[config.mk]
export PLATFORM = sky130hd
export DESIGN_NAME = afi_read_path
export DESIGN_NICKNAME = d
export VERILOG_FILES = /design/src/hdl/afi_data_pkg.sv /design/src/hdl/read_latency_pkg.sv /design/src/hdl/read_latency_shifter.sv /design/src/hdl/read_valid_selector.sv /design/src/hdl/read_data_fifo.sv /design/src/hdl/read_latency_calibrator.sv /design/src/hdl/afi_read_path.sv
export VERILOG_INCLUDE_DIRS = /design/src /design/src/hdl
export SDC_FILE = /design/constraint.sdc
export NUM_CORES = 1
export LEC_CHECK = 0
export BUFFER_PORTS_ARGS = -buffer_cell sky130_fd_sc_hd__buf_2
export CORE_ASPECT_RATIO = 2
export CORE_UTILIZATION = 30
export CTS_CLUSTER_SIZE = 40
export DETAILED_ROUTE_END_ITERATION = 7
export GPL_ROUTABILITY_DRIVEN = 0
export GPL_TIMING_DRIVEN = 0
export SLEW_MARGIN = 40
export SYNTH_ARGS = -nofsm -noshare
export SYNTH_HDL_FRONTEND = slang
export SYNTH_SLANG_ARGS = --single-unit
export TNS_END_PERCENT = 5
[constraint.sdc]
create_clock -name pll_afi_clk -period 4.3 [get_ports pll_afi_clk]
set_input_delay 0.86 -clock pll_afi_clk [delete_from_list [all_inputs] [get_ports pll_afi_clk]]
set_output_delay 0.86 -clock pll_afi_clk [all_outputs]
set_load 0.02 [all_outputs]
[src/hdl/afi_read_settings.svh]
/*
 * build-time sizes for the AFI read-return path, include this header in every
 * file that sizes a port, a type or a buffer from these values
 */

`ifndef AFI_READ_SETTINGS_SVH
`define AFI_READ_SETTINGS_SVH

// width of the calibrated read latency, the shifter has two to this power taps
`define MAX_LATENCY_COUNT_WIDTH 4

// width of one read word as it leaves the PHY towards the controller
`define AFI_DATA_WIDTH 32

// base-two log of the number of words the read data FIFO can hold
`define READ_FIFO_DEPTH_LOG2 3

`endif

[src/hdl/afi_data_pkg.sv]
/*
 * data-side types of the read-return path, used by the read data FIFO and
 * by the top level wherever a read word or a FIFO pointer is carried
 */

`include "afi_read_settings.svh"

package afi_data_pkg;

	// one read word on the AFI side
	typedef logic [`AFI_DATA_WIDTH-1:0] afi_rdata_t;

	// number of entries in the read data FIFO
	localparam int READ_FIFO_DEPTH = 2 ** `READ_FIFO_DEPTH_LOG2;

	// FIFO pointer, the top bit is a wrap flag that tells full from empty
	// when the two pointers address the same entry
	typedef logic [`READ_FIFO_DEPTH_LOG2:0] fifo_ptr_t;

endpackage

[src/hdl/read_latency_pkg.sv]
/*
 * latency-side types of the read-return path, shared by the shifter, the
 * valid selector, the calibrator and the top level
 */

`include "afi_read_settings.svh"

package read_latency_pkg;

	// number of taps in the latency shifter, one per possible latency value
	localparam int LATENCY_NUM = 2 ** `MAX_LATENCY_COUNT_WIDTH;

	// read latency in cycles as set by calibration
	typedef logic [`MAX_LATENCY_COUNT_WIDTH-1:0] latency_count_t;

	// shifter taps, bit k is tap k
	typedef logic [LATENCY_NUM-1:0] latency_vector_t;

endpackage

[src/hdl/read_latency_shifter.sv]
/*
 * delays each controller read-enable pulse through a chain of taps, the
 * valid selector picks the tap that matches the calibrated latency
 */

`timescale 1ns/100ps

`include "afi_read_settings.svh"

module read_latency_shifter (
	input  logic                              pll_afi_clk,
	input  logic                              reset_n,
	input  logic                              rdata_en,
	output read_latency_pkg::latency_vector_t latency_shifter
);

	import read_latency_pkg::*;

	// every in-flight read is one set bit walking up the vector by one tap
	// per cycle, so several reads can share the chain without interfering
	// tap 0 goes high one cycle after the pulse, tap k after k+1 cycles
	always_ff @(posedge pll_afi_clk or negedge reset_n)
	begin
		if (!reset_n)
		begin
			// no reads are in flight after reset
			latency_shifter <= '0;
		end
		else
		begin
			// the oldest tap simply falls off the end of the chain
			latency_shifter <= {latency_shifter[LATENCY_NUM-2:0], rdata_en};
		end
	end

endmodule

[src/hdl/read_valid_selector.sv]
/*
 * picks the shifter tap that matches the latency count and turns it into the
 * registered FIFO pop and the registered read valid strobe for the controller
 */

`timescale 1ns/100ps

`include "afi_read_settings.svh"

module read_valid_selector (
	input  logic                              reset_n,
	input  logic                              pll_afi_clk,
	input  read_latency_pkg::latency_vector_t latency_shifter,
	input  read_latency_pkg::latency_count_t  latency_counter,
	output logic                              read_enable,
	output logic                              read_valid
);

	import read_latency_pkg::*;

	// one-hot decode of the latency count, bit L set for latency L
	latency_vector_t selector;
	// registered decode, it follows a new count one cycle later
	latency_vector_t selector_reg;
	// shifter taps that survive the mask, at most one is expected to be set
	// for each read that reaches the chosen tap
	latency_vector_t valid_select;

	assign selector = latency_vector_t'(1) << latency_counter;

	always_ff @(posedge pll_afi_clk or negedge reset_n)
	begin
		if (!reset_n)
			selector_reg <= '0;
		else
			selector_reg <= selector;
	end

	// a read arriving at tap L lines up with the registered decode here
	assign valid_select = selector_reg & latency_shifter;

	// both strobes come from the same masked taps, so the FIFO pop and the
	// valid seen by the controller always land in the same cycle
	// with a stable count L a pulse at t shows up here at t+2+L
	always_ff @(posedge pll_afi_clk or negedge reset_n)
	begin
		if (!reset_n)
		begin
			read_enable <= 1'b0;
			read_valid <= 1'b0;
		end
		else
		begin
			read_enable <= |valid_select;
			read_valid <= |valid_select;
		end
	end

	// the FIFO pop and the controller valid must never drift apart
	a_enable_matches_valid : assert property (
		@(posedge pll_afi_clk) disable iff (!reset_n)
		read_enable == read_valid
	);

endmodule

[src/hdl/read_data_fifo.sv]
/*
 * show-ahead FIFO that holds captured read words until the delayed valid
 * strobe pops them, the head word is visible before the pop and flush
 * empties the buffer at the next edge
 */

`timescale 1ns/100ps

`include "afi_read_settings.svh"

module read_data_fifo (
	input  logic                    pll_afi_clk,
	input  logic                    reset_n,
	input  logic                    push,
	input  afi_data_pkg::afi_rdata_t push_data,
	input  logic                    pop,
	input  logic                    flush,
	output afi_data_pkg::afi_rdata_t head_data,
	output logic                    empty
);

	import afi_data_pkg::*;

	// storage for the captured words
	afi_rdata_t mem [READ_FIFO_DEPTH];

	// write and read pointers, each with a wrap bit on top
	fifo_ptr_t wr_ptr;
	fifo_ptr_t rd_ptr;

	// set when every entry holds a word not yet popped
	logic full;

	// same entry and same wrap flag means nothing is stored
	assign empty = (wr_ptr == rd_ptr);

	// same entry but different wrap flag means the writer lapped the reader
	assign full = (wr_ptr[`READ_FIFO_DEPTH_LOG2] != rd_ptr[`READ_FIFO_DEPTH_LOG2]) &&
		(wr_ptr[`READ_FIFO_DEPTH_LOG2-1:0] == rd_ptr[`READ_FIFO_DEPTH_LOG2-1:0]);

	// the head is shown ahead of the pop, so data and valid line up
	assign head_data = mem[rd_ptr[`READ_FIFO_DEPTH_LOG2-1:0]];

	// data array, written on every push
	always_ff @(posedge pll_afi_clk)
	begin
		if (push)
			mem[wr_ptr[`READ_FIFO_DEPTH_LOG2-1:0]] <= push_data;
	end

	// pointer update, a flush wins over a push or a pop in the same cycle
	always_ff @(posedge pll_afi_clk or negedge reset_n)
	begin
		if (!reset_n)
		begin
			wr_ptr <= '0;
			rd_ptr <= '0;
		end
		else if (flush)
		begin
			// throws away whatever was stored, the calibration probe word
			// is the usual case
			wr_ptr <= '0;
			rd_ptr <= '0;
		end
		else
		begin
			if (push)
				wr_ptr <= wr_ptr + 1'b1;
			if (pop)
				rd_ptr <= rd_ptr + 1'b1;
		end
	end

	// there is no back-pressure towards the memory, so a push into a full
	// buffer would lose a word
	a_no_push_when_full : assert property (
		@(posedge pll_afi_clk) disable iff (!reset_n)
		(push && !flush) |-> !full
	);

	// a pop with nothing stored means the latency is set too short
	a_no_pop_when_empty : assert property (
		@(posedge pll_afi_clk) disable iff (!reset_n)
		pop |-> !empty
	);

endmodule

[src/hdl/read_latency_calibrator.sv]
/*
 * measures the read round trip with a single probe read and sets the read
 * latency from it, start with a cal_start pulse and wait for cal_done or
 * cal_fail, which stay high until the next start
 */

`timescale 1ns/100ps

`include "afi_read_settings.svh"

module read_latency_calibrator (
	input  logic                             pll_afi_clk,
	input  logic                             reset_n,
	input  logic                             cal_start,
	input  logic                             capture_valid,
	output logic                             probe_rdata_en,
	output read_latency_pkg::latency_count_t latency_count,
	output logic                             fifo_flush,
	output logic                             cal_done,
	output logic                             cal_fail
);

	import read_latency_pkg::*;

	// the probe must return within one shifter length or it cannot be used
	localparam int CAL_TIMEOUT = LATENCY_NUM;

	typedef enum logic [2:0] {
		CAL_IDLE,
		CAL_PROBE,
		CAL_MEASURE,
		CAL_FLUSH,
		CAL_DONE,
		CAL_FAIL
	} cal_state_t;

	cal_state_t state;

	// cycles since the probe pulse, wide enough to reach the timeout
	logic [`MAX_LATENCY_COUNT_WIDTH:0] cycle_count;

	// set when the probe came back but too early to give a usable latency
	logic probe_bad;

	always_ff @(posedge pll_afi_clk or negedge reset_n)
	begin
		if (!reset_n)
		begin
			state <= CAL_IDLE;
			cycle_count <= '0;
			probe_bad <= 1'b0;
			// the longest latency is the safe choice before calibration
			latency_count <= '1;
		end
		else
		begin
			case (state)
				CAL_IDLE, CAL_DONE, CAL_FAIL:
				begin
					// the result stays visible until a new start
					if (cal_start)
					begin
						state <= CAL_PROBE;
						probe_bad <= 1'b0;
					end
				end
				CAL_PROBE:
				begin
					// the probe goes out in this cycle, counting starts at one
					cycle_count <= 1;
					if (capture_valid)
					begin
						// a zero-cycle return cannot be real, flush and fail
						probe_bad <= 1'b1;
						state <= CAL_FLUSH;
					end
					else
						state <= CAL_MEASURE;
				end
				CAL_MEASURE:
				begin
					if (capture_valid)
					begin
						// a round trip of one cycle would need a negative latency
						if (cycle_count < 2)
							probe_bad <= 1'b1;
						else
							latency_count <= latency_count_t'(cycle_count - 1'b1);
						state <= CAL_FLUSH;
					end
					else if (cycle_count == CAL_TIMEOUT)
						state <= CAL_FAIL;
					else
						cycle_count <= cycle_count + 1'b1;
				end
				CAL_FLUSH:
				begin
					// the probe word is dropped from the FIFO in this cycle
					state <= probe_bad ? CAL_FAIL : CAL_DONE;
				end
				default:
					state <= CAL_IDLE;
			endcase
		end
	end

	// all outputs are plain decodes of the state
	assign probe_rdata_en = (state == CAL_PROBE);
	assign fifo_flush = (state == CAL_FLUSH);
	assign cal_done = (state == CAL_DONE);
	assign cal_fail = (state == CAL_FAIL);

	a_done_fail_exclusive : assert property (
		@(posedge pll_afi_clk) disable iff (!reset_n)
		!(cal_done && cal_fail)
	);

endmodule

[src/hdl/afi_read_path.sv]
/*
 * top level of the AFI read-return path, joins the latency shifter, the
 * valid selector, the read data FIFO and the latency calibrator
 */

`timescale 1ns/100ps

`include "afi_read_settings.svh"

module afi_read_path (
	input  logic                             pll_afi_clk,
	input  logic                             reset_n,
	input  logic                             afi_rdata_en,
	input  logic                             cal_start,
	input  logic                             capture_valid,
	input  afi_data_pkg::afi_rdata_t         capture_data,
	output logic                             phy_rdata_en,
	output afi_data_pkg::afi_rdata_t         afi_rdata,
	output logic                             afi_rdata_valid,
	output read_latency_pkg::latency_count_t afi_rlat,
	output logic                             cal_done,
	output logic                             cal_fail
);

	import afi_data_pkg::*;
	import read_latency_pkg::*;

	// taps of the shifter, one bit per read in flight
	latency_vector_t latency_shifter;
	// calibrated latency, shared by the selector and the status output
	latency_count_t latency_count;
	// FIFO pop, in step with afi_rdata_valid
	logic read_enable;
	logic probe_rdata_en;
	logic fifo_flush;
	logic fifo_empty;
	afi_rdata_t head_data;

	// the memory sees both controller reads and the calibration probe
	assign phy_rdata_en = afi_rdata_en | probe_rdata_en;

	// only controller reads enter the shifter, so the probe word is never
	// marked valid and is flushed instead
	read_latency_shifter i_shifter (
		.pll_afi_clk     (pll_afi_clk),
		.reset_n         (reset_n),
		.rdata_en        (afi_rdata_en),
		.latency_shifter (latency_shifter)
	);

	read_valid_selector i_selector (
		.reset_n         (reset_n),
		.pll_afi_clk     (pll_afi_clk),
		.latency_shifter (latency_shifter),
		.latency_counter (latency_count),
		.read_enable     (read_enable),
		.read_valid      (afi_rdata_valid)
	);

	// every captured word is stored, the delayed strobe takes it out
	read_data_fifo i_fifo (
		.pll_afi_clk (pll_afi_clk),
		.reset_n     (reset_n),
		.push        (capture_valid),
		.push_data   (capture_data),
		.pop         (read_enable),
		.flush       (fifo_flush),
		.head_data   (head_data),
		.empty       (fifo_empty)
	);

	read_latency_calibrator i_calibrator (
		.pll_afi_clk    (pll_afi_clk),
		.reset_n        (reset_n),
		.cal_start      (cal_start),
		.capture_valid  (capture_valid),
		.probe_rdata_en (probe_rdata_en),
		.latency_count  (latency_count),
		.fifo_flush     (fifo_flush),
		.cal_done       (cal_done),
		.cal_fail       (cal_fail)
	);

	assign afi_rdata = head_data;
	assign afi_rlat = latency_count;

	// when calibration reports success the probe word must be gone, or the
	// first controller read would return it
	a_fifo_clean_after_cal : assert property (
		@(posedge pll_afi_clk) disable iff (!reset_n)
		$rose(cal_done) |-> fifo_empty
	);

endmodule

==> run_results.csv <==
group,metric,value,unit
clocking,cts_resized,0,
detailed_routing,drtIter0Drc,205,
worst_setup_path,setup.worst_path.start,"i_fifo.rd_ptr[1]",
worst_setup_path,path_buf_inv,3,
synth,avgSynthCellArea,21.3,um^2
power,internal_power,6.30,mW
grt,grt_pass1_vias,6158,
die,fp-row-count,102,
worst_setup_path,crit_slowest_cell,"clkbuf_1",
worst_setup_path,critPathLaunchType,"flip-flop",
grt,overflow,0,
worst_setup_path,end_kind,"output pin",
clocking,clockRootBuffer,"clkbuf_16",
worst_setup_path,path_class,"flip-flop to output pin",
cells_and_area,final_layout_size_suffix_gt1_share,38.6,%
worst_setup_path,cp_num_cells,5,
die,start_util,30.3,%
die,core,38500,um^2
detailed_routing,firstDrtPassIters,4,
timing,drv_slew,0,
timing,fmax,278,MHz
grt,grt_max_degree,53,
grt,grt_antenna_before_repair,2,
timing,finalHoldViolations,0,
worst_setup_path,r2r_slack,2.08,ns
placement,dpl.hpwl,16900,um
clocking,cts_tree,"built",
synth,synth_top_area_share,65.7,%
clocking,cts_buffer_depth,3,
synth,ys_seq_area_share,76.9,%
power,total_power,9.12,mW
grt,grtUsageTotal,12.7,%
timing,tightest_slew,0.817,ns
worst_setup_path,reg2reg_from,"i_fifo.wr_ptr[1]",
synth,netlist_area,11700,um^2
synth,synth_most_common_cell,"edfxtp_1",
cells_and_area,n_antenna_cell,0,
clocking,postCtsSetupBuffers,0,
power,vdd_drop_max,0.352,mV
clocking,cts_hold_buf,0,
detailed_routing,ant_nets,0,
power,p_seq_share,42.3,%
synth,ys_warn_count,0,
detailed_routing,wl_per_cell,19.9,um
run,cap_violations,0,
timing,relSlewSlack,45.6,%
cells_and_area,area_delta_synth_final,19.8,%
timing,timing.final.crit_period,3.59,ns
die,dieArea,39800,um^2
worst_hold_path,holdCritPathClass,"primary input to asynchronous set/reset pin",
clocking,clk_pin_slew,0.07,ns
worst_setup_path,worst-endpoint-arrival,2.73,ns
placement,io_buffers,75,
die,ios,77,
worst_setup_path,rr_endpoint,"i_fifo.mem[0][2]",
worst_setup_path,crit_family,"buffers and inverters",
synth,synth_enable_flop_cells,256,
clocking,clk_latency,0.53,ns
power,power.switching,2.81,mW
clocking,cts_buffers,25,
synth,synth_nets,591,
detailed_routing,routed_via_density,4.51,
worst_setup_path,crit_fanout,10,
power,p_per_area,651,nW/um^2
synth,syn_inst,549,
status,status,"finished, final reports clean",
placement,placed_cells,1169,
synth,synth.distinct_cells,43,
detailed_routing,drc,0,
timing,fin_crit_sh,83.6,%
power,pwr-share-comb,31.8,%
cells_and_area,nets,718,
power,pwr-share-clk,26.0,%
worst_setup_path,required,3.44,ns
worst_setup_path,r2r_cells,5,
synth,ys_async_sr_fraction,16.9,%
die,die_x,142,um
synth,synth_area_leaders,"edfxtp_1 (66%), mux4_2 (12%), dfrtp_1 (10%)",
worst_setup_path,worstPathCellList,"buf_2 > clkbuf_1 > mux4_2 > mux2_2 > buf_2",
power,p_leak,4.79,nW
synth,ys_top_cells_by_count,"edfxtp_1 (256), mux4_2 (64), dfrtp_1 (48)",
detailed_routing,drt-total-wl,24200,um
timing,finalSetupViolations,0,
worst_setup_path,slowest_delay,0.65,ns
synth,synth-main-ff-cell,"edfxtp_1",
synth,synth_top_area_cell,"edfxtp_1",
cells_and_area,fillers,3620,
timing,rsz0062_at_grt,"false",
worst_setup_path,cp_common_cell,"buf_2",
clocking,clkSinkCount,308,
power,sw_frac_of_total,30.9,%
grt,grt_pass1_wl,37000,um
detailed_routing,via_count,5470,
die,die_y,281,um
clocking,cts-htree-levels,1,
cells_and_area,largest_register_ffs,256,
synth,ys_seq_elements,308,
cells_and_area,fin_cells,1214,
timing,clock_skew,0.0169,ns
worst_setup_path,crit_end,"afi_rdata[24]",
[logic make-up (layout without fill, tap and decap cells)]
kind of cell    after synthesis  in the layout  synth area share [%]
flops                       308            308                  76.9
mux                         103            103                  16.0
simple gates                 74             74                  3.41
buf+inv                      30            175                  1.29
compound gates               23             23                  1.37
xor+xnor                      6              6                 0.449
fa+ha+maj                     5              5                 0.535
[final cells by class]
class                           count  area (um^2)  area share, %
Inverter                            6         22.5          0.161
Multi-Input combinational cell    211         2610           18.6
Clock buffer                       31          679           4.85
Tap cell                          520          651           4.64
Clock inverter                     14          171           1.22
Sequential cell                   308         8990           64.2
Timing Repair Buffer              100          761           5.43
Buffer                             24          129          0.920
[power groups by stage]
| stage | Combinational, mW | Sequential [mW] | Clock [mW] |
|---|---|---|---|
| 6_report | 2.90 | 3.85 | 2.37 |
| 5_1_grt | 3.13 | 3.89 | 2.53 |
| 4_1_cts | 3.00 | 3.86 | 2.42 |
| 3_5_place_dp | 2.99 | 3.92 | 0 |
| 3_3_place_gp | 2.80 | 3.94 | 0 |
| 2_1_floorplan | 1.91 | 3.91 | 0 |
[layer usage]
layer	GRT usage, %	vias up	part of all wire (%)
met1	12.7	2859	35
met4	4.58	4	2.7
met5	0	-	0.087
li1	-	2470	-
met2	25.4	95	58
met3	2.03	42	3.9
[cell usage in the layout (no fill, tap or decap), types with 3 or more instances in the layout]
master	n
nand4_1	3
buf_8	4
edfxtp_1	256
ha_1	5
clkbuf_8	3
clkinv_2	5
buf_6	4
buf_16	8
clkbuf_1	12
nor3_1	8
dfrtp_1	48
nor2_4	6
buf_2	79
mux2i_1	4
mux4_2	64
inv_1	6
mux2_2	35
a21oi_1	6
a221oi_1	4
nand2_1	9
dfstp_2	4
a22o_1	4
nand2b_1	10
clkbuf_16	25
buf_1	3
bufinv_16	3
nor2_1	19
o21ai_0	4
buf_4	16
xor2_1	4
[stage by stage]
step / util (%) / setup slack [ns] / hold WS [ns] / setup TNS, ns / area, um^2
finish: 36.4 / 0.706 / 0.348 / 0 / 14000
global route: 36.4 / 0.565 / 0.388 / 0 / 14000
CTS: 36.4 / 0.604 / 0.372 / 0 / 14000
detailed placement: 34.1 / 1.18 / 0.363 / 0 / 13200
global placement: 33.0 / -2.06 / 0.361 / -167.77 / 12700
floorplan: - / 0.392 / 0.354 / 0 / 11700
[how the worst min path moves through the flow]
stage | from | endpoint | depth (start not counted)
3_3_place_gp | i_shifter.latency_shifter[13] | i_shifter.latency_shifter[14] | 0
3_5_place_dp | i_shifter.latency_shifter[6] | i_shifter.latency_shifter[7] | 0
4_1_cts | i_shifter.latency_shifter[6] | i_shifter.latency_shifter[7] | 0
2_1_floorplan | i_shifter.latency_shifter[1] | i_shifter.latency_shifter[2] | 0
6_report | reset_n | i_selector.selector_reg[14] | 1
5_1_grt | i_shifter.latency_shifter[11] | i_shifter.latency_shifter[12] | 0
No activity file was read; power rests on OpenSTA's default activity.
